## config.mk

```make
export PLATFORM = sky130hd
export DESIGN_NAME = copad_top
export DESIGN_NICKNAME = d
export VERILOG_FILES = /design/src/source/copad_geom_pkg.sv /design/src/source/copad_match_pkg.sv /design/src/source/copad_top.sv /design/src/source/copad_result.sv /design/src/source/copad_pair_match.sv /design/src/source/copad_window.sv
export SDC_FILE = /design/constraint.sdc
export NUM_CORES = 2
export LEC_CHECK = 0
export ABC_AREA = 1
export BUFFER_PORTS_ARGS = -buffer_cell sky130_fd_sc_hd__buf_2
export CAP_MARGIN = 10
export CORE_MARGIN = 2
export CORE_UTILIZATION = 40
export CTS_CLUSTER_DIAMETER = 80
export CTS_CLUSTER_SIZE = 30
export DETAILED_ROUTE_END_ITERATION = 7
export PLACE_DENSITY = 0.53
export RECOVER_POWER = 25
export SKIP_CTS_REPAIR_TIMING = 1
export SYNTH_ARGS = -nofsm -noshare
export SYNTH_HDL_FRONTEND = slang
export SYNTH_SLANG_ARGS = --single-unit
```

## constraint.sdc

```tcl
create_clock -name clock -period 6.6 [get_ports clock]
set_input_delay 1.98 -clock clock [delete_from_list [all_inputs] [get_ports clock]]
set_output_delay 1.98 -clock clock [all_outputs]
set_load 0.01 [all_outputs]
```

## src/source/copad_geom_pkg.sv

```systemverilog
//--------------------
// chamber geometry constants
// cluster field types: roll, start pad, extra pad count
//--------------------

package copad_geom_pkg;

    //--------------------
    // chamber geometry
    //--------------------

    // clusters delivered per chamber in one bunch crossing
    localparam int N_CLUSTERS = 8;

    localparam int N_ROLLS = 8; // eta partitions per chamber

    // every roll has pads 0 to MAX_PAD
    localparam int MAX_PAD = 191;

    //--------------------
    // cluster fields
    //--------------------

    // roll 0 is the top of the chamber
    typedef logic [2:0] roll_t;

    typedef logic [7:0] pad_t; // first pad hit by the cluster

    // pads hit beyond the first one, 0 to 7
    typedef logic [2:0] cnt_t;

endpackage
```

## src/source/copad_match_pkg.sv

```systemverilog
//--------------------
// match window delta type
// per-cluster result vector
// pipeline latency
//--------------------

package copad_match_pkg;

    // pad tolerance on each side of the window
    typedef logic [3:0] delta_t;

    // one bit per A cluster, also used for valid flags
    typedef logic [copad_geom_pkg::N_CLUSTERS-1:0] cluster_vec_t;

    // cycles from bx_strobe to result_strobe
    // window stage + result stage
    localparam int PIPE_LATENCY = 2;

endpackage

```

## src/source/copad_top.sv

```systemverilog
//--------------------
// copad_top
// co-pad finder top level
// window -> pair match -> result
//--------------------

`timescale 1ns/100ps

module copad_top (
    input  logic                                                  clock,
    input  logic                                                  rst_n,
    input  logic                                                  bx_strobe,
    input  copad_match_pkg::cluster_vec_t                         a_vpf,
    input  copad_geom_pkg::roll_t [copad_geom_pkg::N_CLUSTERS-1:0] a_roll,
    input  copad_geom_pkg::pad_t  [copad_geom_pkg::N_CLUSTERS-1:0] a_pad,
    input  copad_geom_pkg::cnt_t  [copad_geom_pkg::N_CLUSTERS-1:0] a_cnt,
    input  copad_match_pkg::cluster_vec_t                         b_vpf,
    input  copad_geom_pkg::roll_t [copad_geom_pkg::N_CLUSTERS-1:0] b_roll,
    input  copad_geom_pkg::pad_t  [copad_geom_pkg::N_CLUSTERS-1:0] b_pad,
    input  copad_geom_pkg::cnt_t  [copad_geom_pkg::N_CLUSTERS-1:0] b_cnt,
    input  logic                                                  match_neighbor_pad,
    input  copad_match_pkg::delta_t                               match_delta_pad,
    input  logic                                                  match_neighbor_roll,
    output logic                                                  result_strobe,
    output copad_match_pkg::cluster_vec_t                         match,
    output copad_match_pkg::cluster_vec_t                         match_upper,
    output copad_match_pkg::cluster_vec_t                         match_lower,
    output logic                                                  any_match
);

    // window stage -> pair match
    logic                                                  win_strobe;
    copad_match_pkg::cluster_vec_t                         win_a_vpf;
    copad_geom_pkg::roll_t [copad_geom_pkg::N_CLUSTERS-1:0] win_a_roll;
    copad_geom_pkg::pad_t  [copad_geom_pkg::N_CLUSTERS-1:0] win_min;
    copad_geom_pkg::pad_t  [copad_geom_pkg::N_CLUSTERS-1:0] win_max;
    copad_match_pkg::cluster_vec_t                         win_b_vpf;
    copad_geom_pkg::roll_t [copad_geom_pkg::N_CLUSTERS-1:0] win_b_roll;
    copad_geom_pkg::pad_t  [copad_geom_pkg::N_CLUSTERS-1:0] win_b_pad;
    copad_geom_pkg::cnt_t  [copad_geom_pkg::N_CLUSTERS-1:0] win_b_cnt;
    logic                                                  neighbor_roll;

    // pair hits, [A][B]
    logic [copad_geom_pkg::N_CLUSTERS-1:0][copad_geom_pkg::N_CLUSTERS-1:0] hit_same;
    logic [copad_geom_pkg::N_CLUSTERS-1:0][copad_geom_pkg::N_CLUSTERS-1:0] hit_upper;
    logic [copad_geom_pkg::N_CLUSTERS-1:0][copad_geom_pkg::N_CLUSTERS-1:0] hit_lower;

    copad_window u_window (
        .clock, .rst_n, .bx_strobe,
        .a_vpf, .a_roll, .a_pad, .a_cnt,
        .b_vpf, .b_roll, .b_pad, .b_cnt,
        .match_neighbor_pad, .match_delta_pad, .match_neighbor_roll,
        .win_strobe, .win_a_vpf, .win_a_roll, .win_min, .win_max,
        .win_b_vpf, .win_b_roll, .win_b_pad, .win_b_cnt,
        .neighbor_roll
    );

    copad_pair_match u_pair_match (
        .win_a_vpf, .win_a_roll, .win_min, .win_max,
        .win_b_vpf, .win_b_roll, .win_b_pad, .win_b_cnt,
        .hit_same, .hit_upper, .hit_lower
    );

    copad_result u_result (
        .clock, .rst_n, .win_strobe, .neighbor_roll,
        .hit_same, .hit_upper, .hit_lower,
        .result_strobe, .match, .match_upper, .match_lower, .any_match
    );

    // every crossing comes out exactly PIPE_LATENCY cycles later
    a_latency : assert property (@(posedge clock) disable iff (!rst_n)
        bx_strobe |-> ##(copad_match_pkg::PIPE_LATENCY) result_strobe);

endmodule

```

## src/source/copad_result.sv

```systemverilog
//--------------------
// copad_result
// result stage: ORs the pair hits per A cluster, applies
// the neighbor-roll option, registers the result vectors
//--------------------

`timescale 1ns/100ps

module copad_result (
    input  logic                                 clock,
    input  logic                                 rst_n,
    input  logic                                 win_strobe,
    input  logic                                 neighbor_roll,
    input  logic [copad_geom_pkg::N_CLUSTERS-1:0][copad_geom_pkg::N_CLUSTERS-1:0] hit_same,
    input  logic [copad_geom_pkg::N_CLUSTERS-1:0][copad_geom_pkg::N_CLUSTERS-1:0] hit_upper,
    input  logic [copad_geom_pkg::N_CLUSTERS-1:0][copad_geom_pkg::N_CLUSTERS-1:0] hit_lower,
    output logic                                 result_strobe,
    output copad_match_pkg::cluster_vec_t        match,
    output copad_match_pkg::cluster_vec_t        match_upper,
    output copad_match_pkg::cluster_vec_t        match_lower,
    output logic                                 any_match
);

    copad_match_pkg::cluster_vec_t row_same;
    copad_match_pkg::cluster_vec_t row_upper;
    copad_match_pkg::cluster_vec_t row_lower;
    copad_match_pkg::cluster_vec_t match_next;

    //--------------------
    // row reduction
    //--------------------

    always_comb begin
        for (int a = 0; a < copad_geom_pkg::N_CLUSTERS; a++) begin
            row_same[a]  = |hit_same[a];  // any B cluster
            row_upper[a] = |hit_upper[a];
            row_lower[a] = |hit_lower[a];
        end
    end

    // neighbor rolls count as a full match only when enabled
    assign match_next = neighbor_roll ? (row_same | row_upper | row_lower) : row_same;

    //--------------------
    // output registers
    //--------------------

    always_ff @(posedge clock or negedge rst_n) begin
        if (!rst_n) begin
            result_strobe <= 1'b0;
            match         <= '0;
            match_upper   <= '0;
            match_lower   <= '0;
            any_match     <= 1'b0;
        end else begin
            result_strobe <= win_strobe;
            if (win_strobe) begin   // hold until the next crossing
                match       <= match_next;
                match_upper <= row_upper;
                match_lower <= row_lower;
                any_match   <= |match_next;
            end
        end
    end

    a_any_match : assert property (@(posedge clock) disable iff (!rst_n)
        result_strobe |-> (any_match == (|match)));

    // a result only comes from a window handed over one cycle earlier
    a_strobe_src : assert property (@(posedge clock) disable iff (!rst_n)
        $rose(result_strobe) |-> $past(win_strobe));

endmodule

```

## src/source/copad_pair_match.sv

```systemverilog
//--------------------
// copad_pair_match
// execute stage: checks every A/B cluster pair for pad
// overlap in the same roll and in both neighbor rolls
//--------------------

`timescale 1ns/100ps

module copad_pair_match (
    input  copad_match_pkg::cluster_vec_t                         win_a_vpf,
    input  copad_geom_pkg::roll_t [copad_geom_pkg::N_CLUSTERS-1:0] win_a_roll,
    input  copad_geom_pkg::pad_t  [copad_geom_pkg::N_CLUSTERS-1:0] win_min,
    input  copad_geom_pkg::pad_t  [copad_geom_pkg::N_CLUSTERS-1:0] win_max,
    input  copad_match_pkg::cluster_vec_t                         win_b_vpf,
    input  copad_geom_pkg::roll_t [copad_geom_pkg::N_CLUSTERS-1:0] win_b_roll,
    input  copad_geom_pkg::pad_t  [copad_geom_pkg::N_CLUSTERS-1:0] win_b_pad,
    input  copad_geom_pkg::cnt_t  [copad_geom_pkg::N_CLUSTERS-1:0] win_b_cnt,
    // [A cluster][B cluster]
    output logic [copad_geom_pkg::N_CLUSTERS-1:0][copad_geom_pkg::N_CLUSTERS-1:0] hit_same,
    output logic [copad_geom_pkg::N_CLUSTERS-1:0][copad_geom_pkg::N_CLUSTERS-1:0] hit_upper,
    output logic [copad_geom_pkg::N_CLUSTERS-1:0][copad_geom_pkg::N_CLUSTERS-1:0] hit_lower
);

    localparam copad_geom_pkg::roll_t LAST_ROLL =
        copad_geom_pkg::roll_t'(copad_geom_pkg::N_ROLLS - 1);

    //--------------------
    // 8 x 8 pair array
    //--------------------

    for (genvar ia = 0; ia < copad_geom_pkg::N_CLUSTERS; ia++) begin : g_a
        for (genvar ib = 0; ib < copad_geom_pkg::N_CLUSTERS; ib++) begin : g_b
            logic [8:0] b_end;       // last pad of the B cluster
            logic       start_in;
            logic       end_in;
            logic       overlap;
            logic       both_valid;
            logic       roll_up;     // B sits one roll lower in number
            logic       roll_down;   // B sits one roll higher in number

            assign b_end = 9'(win_b_pad[ib]) + 9'(win_b_cnt[ib]);

            assign start_in = (win_b_pad[ib] >= win_min[ia]) && (win_b_pad[ib] <= win_max[ia]);
            assign end_in   = (b_end >= 9'(win_min[ia])) && (b_end <= 9'(win_max[ia]));
            assign overlap  = start_in || end_in;

            assign both_valid = win_a_vpf[ia] && win_b_vpf[ib];

            // roll 0 has nothing above it, the last roll nothing below
            assign roll_up = (win_a_roll[ia] != '0)
                && (win_b_roll[ib] == copad_geom_pkg::roll_t'(win_a_roll[ia] - 3'd1));
            assign roll_down = (win_a_roll[ia] != LAST_ROLL)
                && (win_b_roll[ib] == copad_geom_pkg::roll_t'(win_a_roll[ia] + 3'd1));

            assign hit_same[ia][ib]  = both_valid && overlap
                                    && (win_b_roll[ib] == win_a_roll[ia]);
            assign hit_upper[ia][ib] = both_valid && overlap && roll_up;
            assign hit_lower[ia][ib] = both_valid && overlap && roll_down;
        end
    end

endmodule

```

## src/source/copad_window.sv

```systemverilog
//--------------------
// copad_window
// decode stage: builds the pad window of every A cluster
// and registers it together with the B clusters and the
// roll option of the same crossing
//--------------------

`timescale 1ns/100ps

module copad_window (
    input  logic                                                  clock,
    input  logic                                                  rst_n,
    input  logic                                                  bx_strobe,
    input  copad_match_pkg::cluster_vec_t                         a_vpf,
    input  copad_geom_pkg::roll_t [copad_geom_pkg::N_CLUSTERS-1:0] a_roll,
    input  copad_geom_pkg::pad_t  [copad_geom_pkg::N_CLUSTERS-1:0] a_pad,
    input  copad_geom_pkg::cnt_t  [copad_geom_pkg::N_CLUSTERS-1:0] a_cnt,
    input  copad_match_pkg::cluster_vec_t                         b_vpf,
    input  copad_geom_pkg::roll_t [copad_geom_pkg::N_CLUSTERS-1:0] b_roll,
    input  copad_geom_pkg::pad_t  [copad_geom_pkg::N_CLUSTERS-1:0] b_pad,
    input  copad_geom_pkg::cnt_t  [copad_geom_pkg::N_CLUSTERS-1:0] b_cnt,
    input  logic                                                  match_neighbor_pad,
    input  copad_match_pkg::delta_t                               match_delta_pad,
    input  logic                                                  match_neighbor_roll,
    output logic                                                  win_strobe,
    output copad_match_pkg::cluster_vec_t                         win_a_vpf,
    output copad_geom_pkg::roll_t [copad_geom_pkg::N_CLUSTERS-1:0] win_a_roll,
    output copad_geom_pkg::pad_t  [copad_geom_pkg::N_CLUSTERS-1:0] win_min,
    output copad_geom_pkg::pad_t  [copad_geom_pkg::N_CLUSTERS-1:0] win_max,
    output copad_match_pkg::cluster_vec_t                         win_b_vpf,
    output copad_geom_pkg::roll_t [copad_geom_pkg::N_CLUSTERS-1:0] win_b_roll,
    output copad_geom_pkg::pad_t  [copad_geom_pkg::N_CLUSTERS-1:0] win_b_pad,
    output copad_geom_pkg::cnt_t  [copad_geom_pkg::N_CLUSTERS-1:0] win_b_cnt,
    output logic                                                  neighbor_roll
);

    copad_match_pkg::delta_t                              delta_eff;
    logic [copad_geom_pkg::N_CLUSTERS-1:0][8:0]           span_end;  // 9 bits, no wrap past 255
    copad_geom_pkg::pad_t [copad_geom_pkg::N_CLUSTERS-1:0] lo_pad;
    copad_geom_pkg::pad_t [copad_geom_pkg::N_CLUSTERS-1:0] hi_pad;
    logic                                                 win_order_ok;

    //--------------------
    // window edges
    //--------------------

    assign delta_eff = match_neighbor_pad ? match_delta_pad : '0; // exact span when off

    always_comb begin
        for (int i = 0; i < copad_geom_pkg::N_CLUSTERS; i++) begin
            span_end[i] = 9'(a_pad[i]) + 9'(a_cnt[i]) + 9'(delta_eff);
            // low edge stops at pad 0
            lo_pad[i] = (a_pad[i] < 8'(delta_eff)) ? '0 : a_pad[i] - 8'(delta_eff);
            // high edge stops at the last pad of the roll
            hi_pad[i] = (span_end[i] > 9'(copad_geom_pkg::MAX_PAD))
                      ? copad_geom_pkg::pad_t'(copad_geom_pkg::MAX_PAD)
                      : span_end[i][7:0];
        end
    end

    //--------------------
    // crossing registers
    //--------------------

    always_ff @(posedge clock or negedge rst_n) begin
        if (!rst_n) begin
            win_strobe <= 1'b0;
        end else begin
            win_strobe <= bx_strobe;
        end
    end

    // payload follows the strobe, held between crossings
    always_ff @(posedge clock) begin
        if (bx_strobe) begin
            win_a_vpf     <= a_vpf;
            win_a_roll    <= a_roll;
            win_min       <= lo_pad;
            win_max       <= hi_pad;
            win_b_vpf     <= b_vpf;
            win_b_roll    <= b_roll;
            win_b_pad     <= b_pad;
            win_b_cnt     <= b_cnt;
            neighbor_roll <= match_neighbor_roll; // config rides with its crossing
        end
    end

    always_comb begin
        win_order_ok = 1'b1;
        for (int i = 0; i < copad_geom_pkg::N_CLUSTERS; i++) begin
            if (win_a_vpf[i] && (win_min[i] > win_max[i])) begin
                win_order_ok = 1'b0;
            end
        end
    end

    // clamping never turns a valid window inside out
    a_win_order : assert property (@(posedge clock) disable iff (!rst_n)
        win_strobe |-> win_order_ok);

endmodule

```

## Word level (Yosys, flattened, before mapping)

Cells that the tools add are included.

| cells by class | value |
|---|---|
| add/subtract/negate cells | 48 |
| muxes and demuxes | 2 |
| equality and inequality tests | 200 |
| magnitude comparators | 272 |
| bitwise gates (word level) | 2 |
| reductions and logical operators | 673 |

Operators by type and width:

| kind | number |
|---|---|
| $eq 3x3->1 | 192 |
| $ge 9x8->1 | 64 |
| $le 9x8->1 | 64 |
| $logic_and 1x1->1 | 576 |
| $ge 8x8->1 | 64 |
| $le 8x8->1 | 64 |
| $reduce_or 8->1 | 25 |
| $add 8x3->9 | 16 |
| $add 9x4->9 | 8 |
| $gt 9x8->1 const B | 8 |
| $logic_or 1x1->1 | 64 |
| $lt 8x4->1 | 8 |
| $sub 8x4->8 | 8 |
| $add 3x1->3 const B | 8 |
| $ne 3x3->1 const B | 8 |
| $reduce_bool 3->1 | 8 |
| $sub 3x1->3 const B | 8 |
| $or 8x8->8 | 2 |
| $mux 8 | 1 |
| $mux 4 | 1 |

| storage, ports and cells | value |
|---|---|
| flip-flop bits (word level) | 308 |
| logic and storage cells | 1254 |
| output and inout bits | 26 |

## Depth between registers and ports, before layout

| depth | value |
|---|---|
| word-level depth | 11 |
| gate-level depth with buffers | 30 |
| gate-level depth less buffers | 30 |

## By module

A second synthesis with hierarchy kept.

| second synthesis, totals | value |
|---|---|
| cell total of the unflattened synthesis | 10255 |
| area, all modules | 72941.2 um^2 |

By module, submodules not included:

| module | times used | area each (um^2) | cells each | seq. area each (um^2) |
|---|---|---|---|---|
| copad_pair_match | 1 | 57106.0 | 8732 | 0.0 |
| copad_window | 1 | 14151.1 | 1243 | 8463.1 |
| copad_result | 1 | 1684.1 | 280 | 650.6 |

## Least setup slack after synthesis

Ideal clock, no wire load.

| path | value |
|---|---|
| path kind | input-to-reg |
| start point | input port match_delta_pad[1] |
| end point | register u_window.win_max[10] (netlist name), data pin |
| library setup time | 262 ps |
| path slack | 1623 ps |
| cell stages on the path | 13 |
| path buffers | 0 |
| data arrival time | 4715 ps |
| cell sequence | nand2_1 > inv_1 > fa_1 > ha_1 > fa_1 > nand3_1 > nand2_1 > nand2_1 > nor2_1 > xnor2_1 > or2_2 > nand2_1 > or2_2 |

| between the ends | value |
|---|---|
| longest elaborated chain between the ends | 3 |

Ends and longest elaborated chain:

| item | RTL line | text |
|---|---|---|
| start, declared | copad_top.sv:22 | `input copad_match_pkg::delta_t match_delta_pad,` |
| $mux 4 * | copad_window.sv:47 | `assign delta_eff = match_neighbor_pad ? match_delta_pad : '0;` |
| $add 9x4->9 * | copad_window.sv:51 | `span_end[i] = 9'(a_pad[i]) + 9'(a_cnt[i]) + 9'(delta_eff);` |
| $gt 9x8->1 | copad_window.sv:55 | `hi_pad[i] = (span_end[i] > 9'(copad_geom_pkg::MAX_PAD))` |
| end signal, assigned | copad_window.sv:79 | `win_max <= hi_pad;` |
| end, declared | copad_window.sv:29 | `output copad_geom_pkg::pad_t [copad_geom_pkg::N_CLUSTERS-1:0] win_max,` |

Mark *: on every way between the ends. The rest lies on a longest branch, timed or not.
A chain may end at the register's enable or synchronous reset.

## Final worst setup path

| path | value |
|---|---|
| start point | register u_window.win_b_pad[10] (netlist name) |
| end point | register u_result.any_match |

| between the ends | value |
|---|---|
| longest elaborated chain between the ends | 11 |
| elaborated cells on any way between the ends | 117 |

Ends and longest elaborated chain:

| item | RTL line | text |
|---|---|---|
| start, declared | copad_window.sv:32 | `output copad_geom_pkg::pad_t [copad_geom_pkg::N_CLUSTERS-1:0] win_b_pad,` |
| start signal, assigned | copad_window.sv:82 | `win_b_pad <= b_pad;` |
| $add 8x3->9 | copad_pair_match.sv:41 | `assign b_end = 9'(win_b_pad[ib]) + 9'(win_b_cnt[ib]);` |
| $ge 9x8->1 / $le 9x8->1 (equally long branches) | copad_pair_match.sv:44 | `assign end_in = (b_end >= 9'(win_min[ia])) && (b_end <= 9'(win_max[ia]));` |
| $logic_and 1x1->1 | copad_pair_match.sv:44 |  |
| $logic_or 1x1->1 | copad_pair_match.sv:45 | `assign overlap = start_in \|\| end_in;` |
| $logic_and 1x1->1 | copad_pair_match.sv:55, copad_pair_match.sv:57, copad_pair_match.sv:58 |  |
| $logic_and 1x1->1, on equally long branches | copad_pair_match.sv:56, copad_pair_match.sv:57 |  |
| $reduce_or 8->1, on equally long branches | copad_result.sv:35, copad_result.sv:36 |  |
| $or 8x8->8 (2 in a row) | copad_result.sv:42 | `assign match_next = neighbor_roll ? (row_same \| row_upper \| row_lower) : row_same;` |
| $mux 8 * | copad_result.sv:42 |  |
| $reduce_or 8->1 * | copad_result.sv:61 | `any_match <= \|match_next;` |
| end signal, assigned | copad_result.sv:61 |  |
| end, declared | copad_result.sv:21 | `output logic any_match` |

Marks and branches as above.

==> flow_metrics.tcl <==
set metrics [dict create \
    status "complete, but fails checks" \
    violations "max-capacitance violations, max-slew violations" \
    grt_pass1_wl_um 452000 \
    crit_buf_inv 2 \
    vias_per_cell 5.70 \
    synth_top_cell_area_share_pct 38.7 \
    ys_ff_latch 308 \
    synth_compound_area_share_pct 10.6 \
    yosys_warnings 0 \
    synth_cells 9693 \
    cap_violations 2 \
    die_y_um 424 \
    htreeDepth 2 \
    clockBufferDepth 3 \
    drt_iter0_markers 6079 \
    drv_slew 79 \
    hold_violations 0 \
    syn_avg_cell_area_sq_um 7.26 \
    synth-adder-area-share_pct 40.0 \
    row_count 153 \
    synth_cell_types 50 \
    end_kind "flip-flop" \
    finalSetupViolations 0 \
    ios 275 \
    fin_nets 12500 \
    ys_seq_area_share_pct 12.9 \
    synth_flop_cell "edfxtp_1" \
    rsz0062_at_grt "no" \
    skew_ps 60.7 \
    wl_per_cell_um 25.8 \
    startpoint_type "flip-flop" \
    slowest_delay_ps 1080 \
    worst_pin_slew_ps 2410 \
    post-route-util_pct 44.0 \
    route.met3.wl_um 26400 \
    cts-root-buf "clkbuf_16" \
    synth-edff-count 281 \
    yosys.area_share.simple_pct 23.8 \
    worst_hold_slack_ps 536 \
    syn_area_sq_um 70400 \
    swShare_pct 56.2 \
    cts_tree "yes" \
    drive_gt1_share_pct 6.18 \
    drc 0 \
    clkTransAtPathRegs_ps 80 \
    port_buffers 274 \
    dr_wl_met2_um 138000 \
    area_growth_pct 9.09 \
    synth_fp_nets 12200 \
    antenna_found_initial 22 \
    chipWidth_um 424 \
    synthTopCellsByArea "ha_1 (39%), nand2_1 (13%), edfxtp_1 (12%)" \
    pwr-share-seq_pct 16.3 \
    switching_power_mw 9.43 \
    fillers 17700 \
    arrival_ps 5810 \
    p_per_area_nw_per_um2 219 \
    cts.sinks 308 \
    crit_fanout 17 \
    vias 70700 \
    synth_xor_area_share_pct 5.51 \
    overflow 0 \
    cpMaxStageDelayCell "edfxtp_1" \
    yosysTopAreaCell "ha_1" \
    comb_power_share_pct 69.9 \
    cts_buffers 34 \
    drt-met1-wl_um 127000 \
    critical_path.top_delay_family "simple AND/OR/NAND/NOR gates" \
    cp.required_ps 7170 \
    drtPass1Iterations 8 \
    worstSkewPairLatency_ps 710 \
    start_util_pct 40.4 \
    p_int_mw 7.37 \
    fmax_ghz 0.191 \
    criticalPathCategory "flip-flop to flip-flop" \
    dieArea_sq_um 179000 \
    grt_pass1_vias 66300 \
    final.period_utilization_pct 79.4 \
    drtAntennaViolNets 0 \
    top_layer_used "met5" \
    clockPowerShare_pct 13.8 \
    dpl.hpwl_um 215000 \
    final_common_cell "nand2_1" \
    mostFrequentLayoutCells "nand2_1 (2477), ha_1 (2176), inv_1 (1093)" \
    synthMuxAreaShare_pct 0 \
    routed_wl_um 320000 \
    gp_congestion 0.966 \
    p_leak_nw 41.8 \
    crit_top_cell "nand2_1" \
    fin_tns_setup_ps 0 \
    core_area_sq_um 174000 \
    period_needed_ps 5240 \
    relSlewSlack_pct -60.7 \
    track_usage_pct 34.7 \
    synth_top_family_by_area "adder cells" \
    hold_class "flip-flop to flip-flop" \
    ir_worst_vdd_mv 0.287 \
    grt_max_degree 99 \
    postSynth.asyncResetShare_pct 8.77 \
]
## per-stage QoR
stage                     setup slack (ps)  instance area [sq um]  cells  power [mW]
after global routing                   841                  76800  12400        18.4
after global placement                1200                  75500  12300        13.8
after CTS                             1380                  76800  12400        16.6
after detailed placement              1180                  75500  12300        14.2
after floorplan                       1620                  70400   9693        10.0
final                                 1360                  76800  12400        16.8
## Yosys cell counts, types with 8 or more instances
library cell	number
o2111ai_1	60
xnor2_1	104
fa_1	48
o21bai_1	9
buf_2	58
a21oi_1	888
o21ai_0	339
nor3_1	192
o211ai_1	17
nor4_1	43
nand3_1	469
clkbuf_1	51
edfxtp_1	281
nand2_1	2477
a31oi_1	29
nand3b_1	9
o2111a_1	8
o21ai_1	9
inv_1	1156
nor2_1	630
dfrtp_1	27
nor3b_1	53
xor2_1	315
ha_1	2176
nand4_1	123
o22ai_1	10
or2_2	24
buf_1	9
## power groups by stage
stage | combinational [mW] | sequential, mW | clock (mW)
after floorplan | 7.33 | 2.67 | 0
after global placement | 11.0 | 2.76 | 0
after detailed placement | 11.4 | 2.76 | 0
after CTS | 11.5 | 2.72 | 2.41
after global routing | 13.2 | 2.74 | 2.46
final | 11.7 | 2.73 | 2.33
## path summary, 6_finish.rpt
path | startpoint | to | slack, ps | depth (start not counted)
setup / recovery | u_window.win_b_pad[10] | u_result.any_match | 1360 | 28
min in group asynchronous | rst_n | u_result.match_lower[0] | 1790 | 1
hold / removal | u_result.match[2] | u_result.match[2] | 540 | 1
max in group asynchronous | rst_n | u_result.match[1] | 3730 | 1
setup reg to reg | u_window.win_b_pad[10] | u_result.any_match | 1360 | 28
hold reg to reg | u_result.match[2] | u_result.match[2] | 540 | 1
## area by class of cell
class	count	area, sq um	share of cell area, %
Multi-Input combinational cell	8093	56400	73.4
Inverter	1167	4390	5.71
Antenna cell	8	20.0	0.0261
Clock inverter	25	473	0.616
Clock buffer	36	858	1.12
Timing Repair Buffer	441	2640	3.44
Sequential cell	308	9110	11.9
Tap cell	2325	2910	3.79
## state kept, by name (all words and copies together) (netlist names), 8 cells and up
| name | cells |
|---|---|
| u_window.win_b_roll | 24 |
| u_window.win_b_cnt | 24 |
| u_result.match_lower | 8 |
| u_result.match_upper | 8 |
| u_result.match | 8 |
| u_window.win_min | 64 |
| u_window.win_b_vpf | 8 |
| u_window.win_a_vpf | 8 |
| u_window.win_b_pad | 64 |
| u_window.win_a_roll | 24 |
| u_window.win_max | 64 |
## routing by layer
layer / up-vias / track usage, %
li1: 33900 / -
met1: 33000 / 42.1
met2: 2939 / 54.9
met3: 886 / 6.25
met4: 8 / 25.6
met5: - / 0
## cell families after synthesis
logic type	count (synthesis)
AOI/OAI and AO/OA	1399
xor gates and xnor gates	427
adders and majority gates	2224
buffers and inverters	1292
DFF	308
and+or+nand+nor	4043
## worst reg2reg max path: cells and delay by family, from the launching register on
family,cells,cell delay [ps]
AOI/OAI and AO/OA,3,550
xor gates and xnor gates,1,170
and+or+nand+nor,20,1950
buffers and inverters,2,420
adders and majority gates,2,930
DFF,1,1080
(Power assumes the default switching activity.)
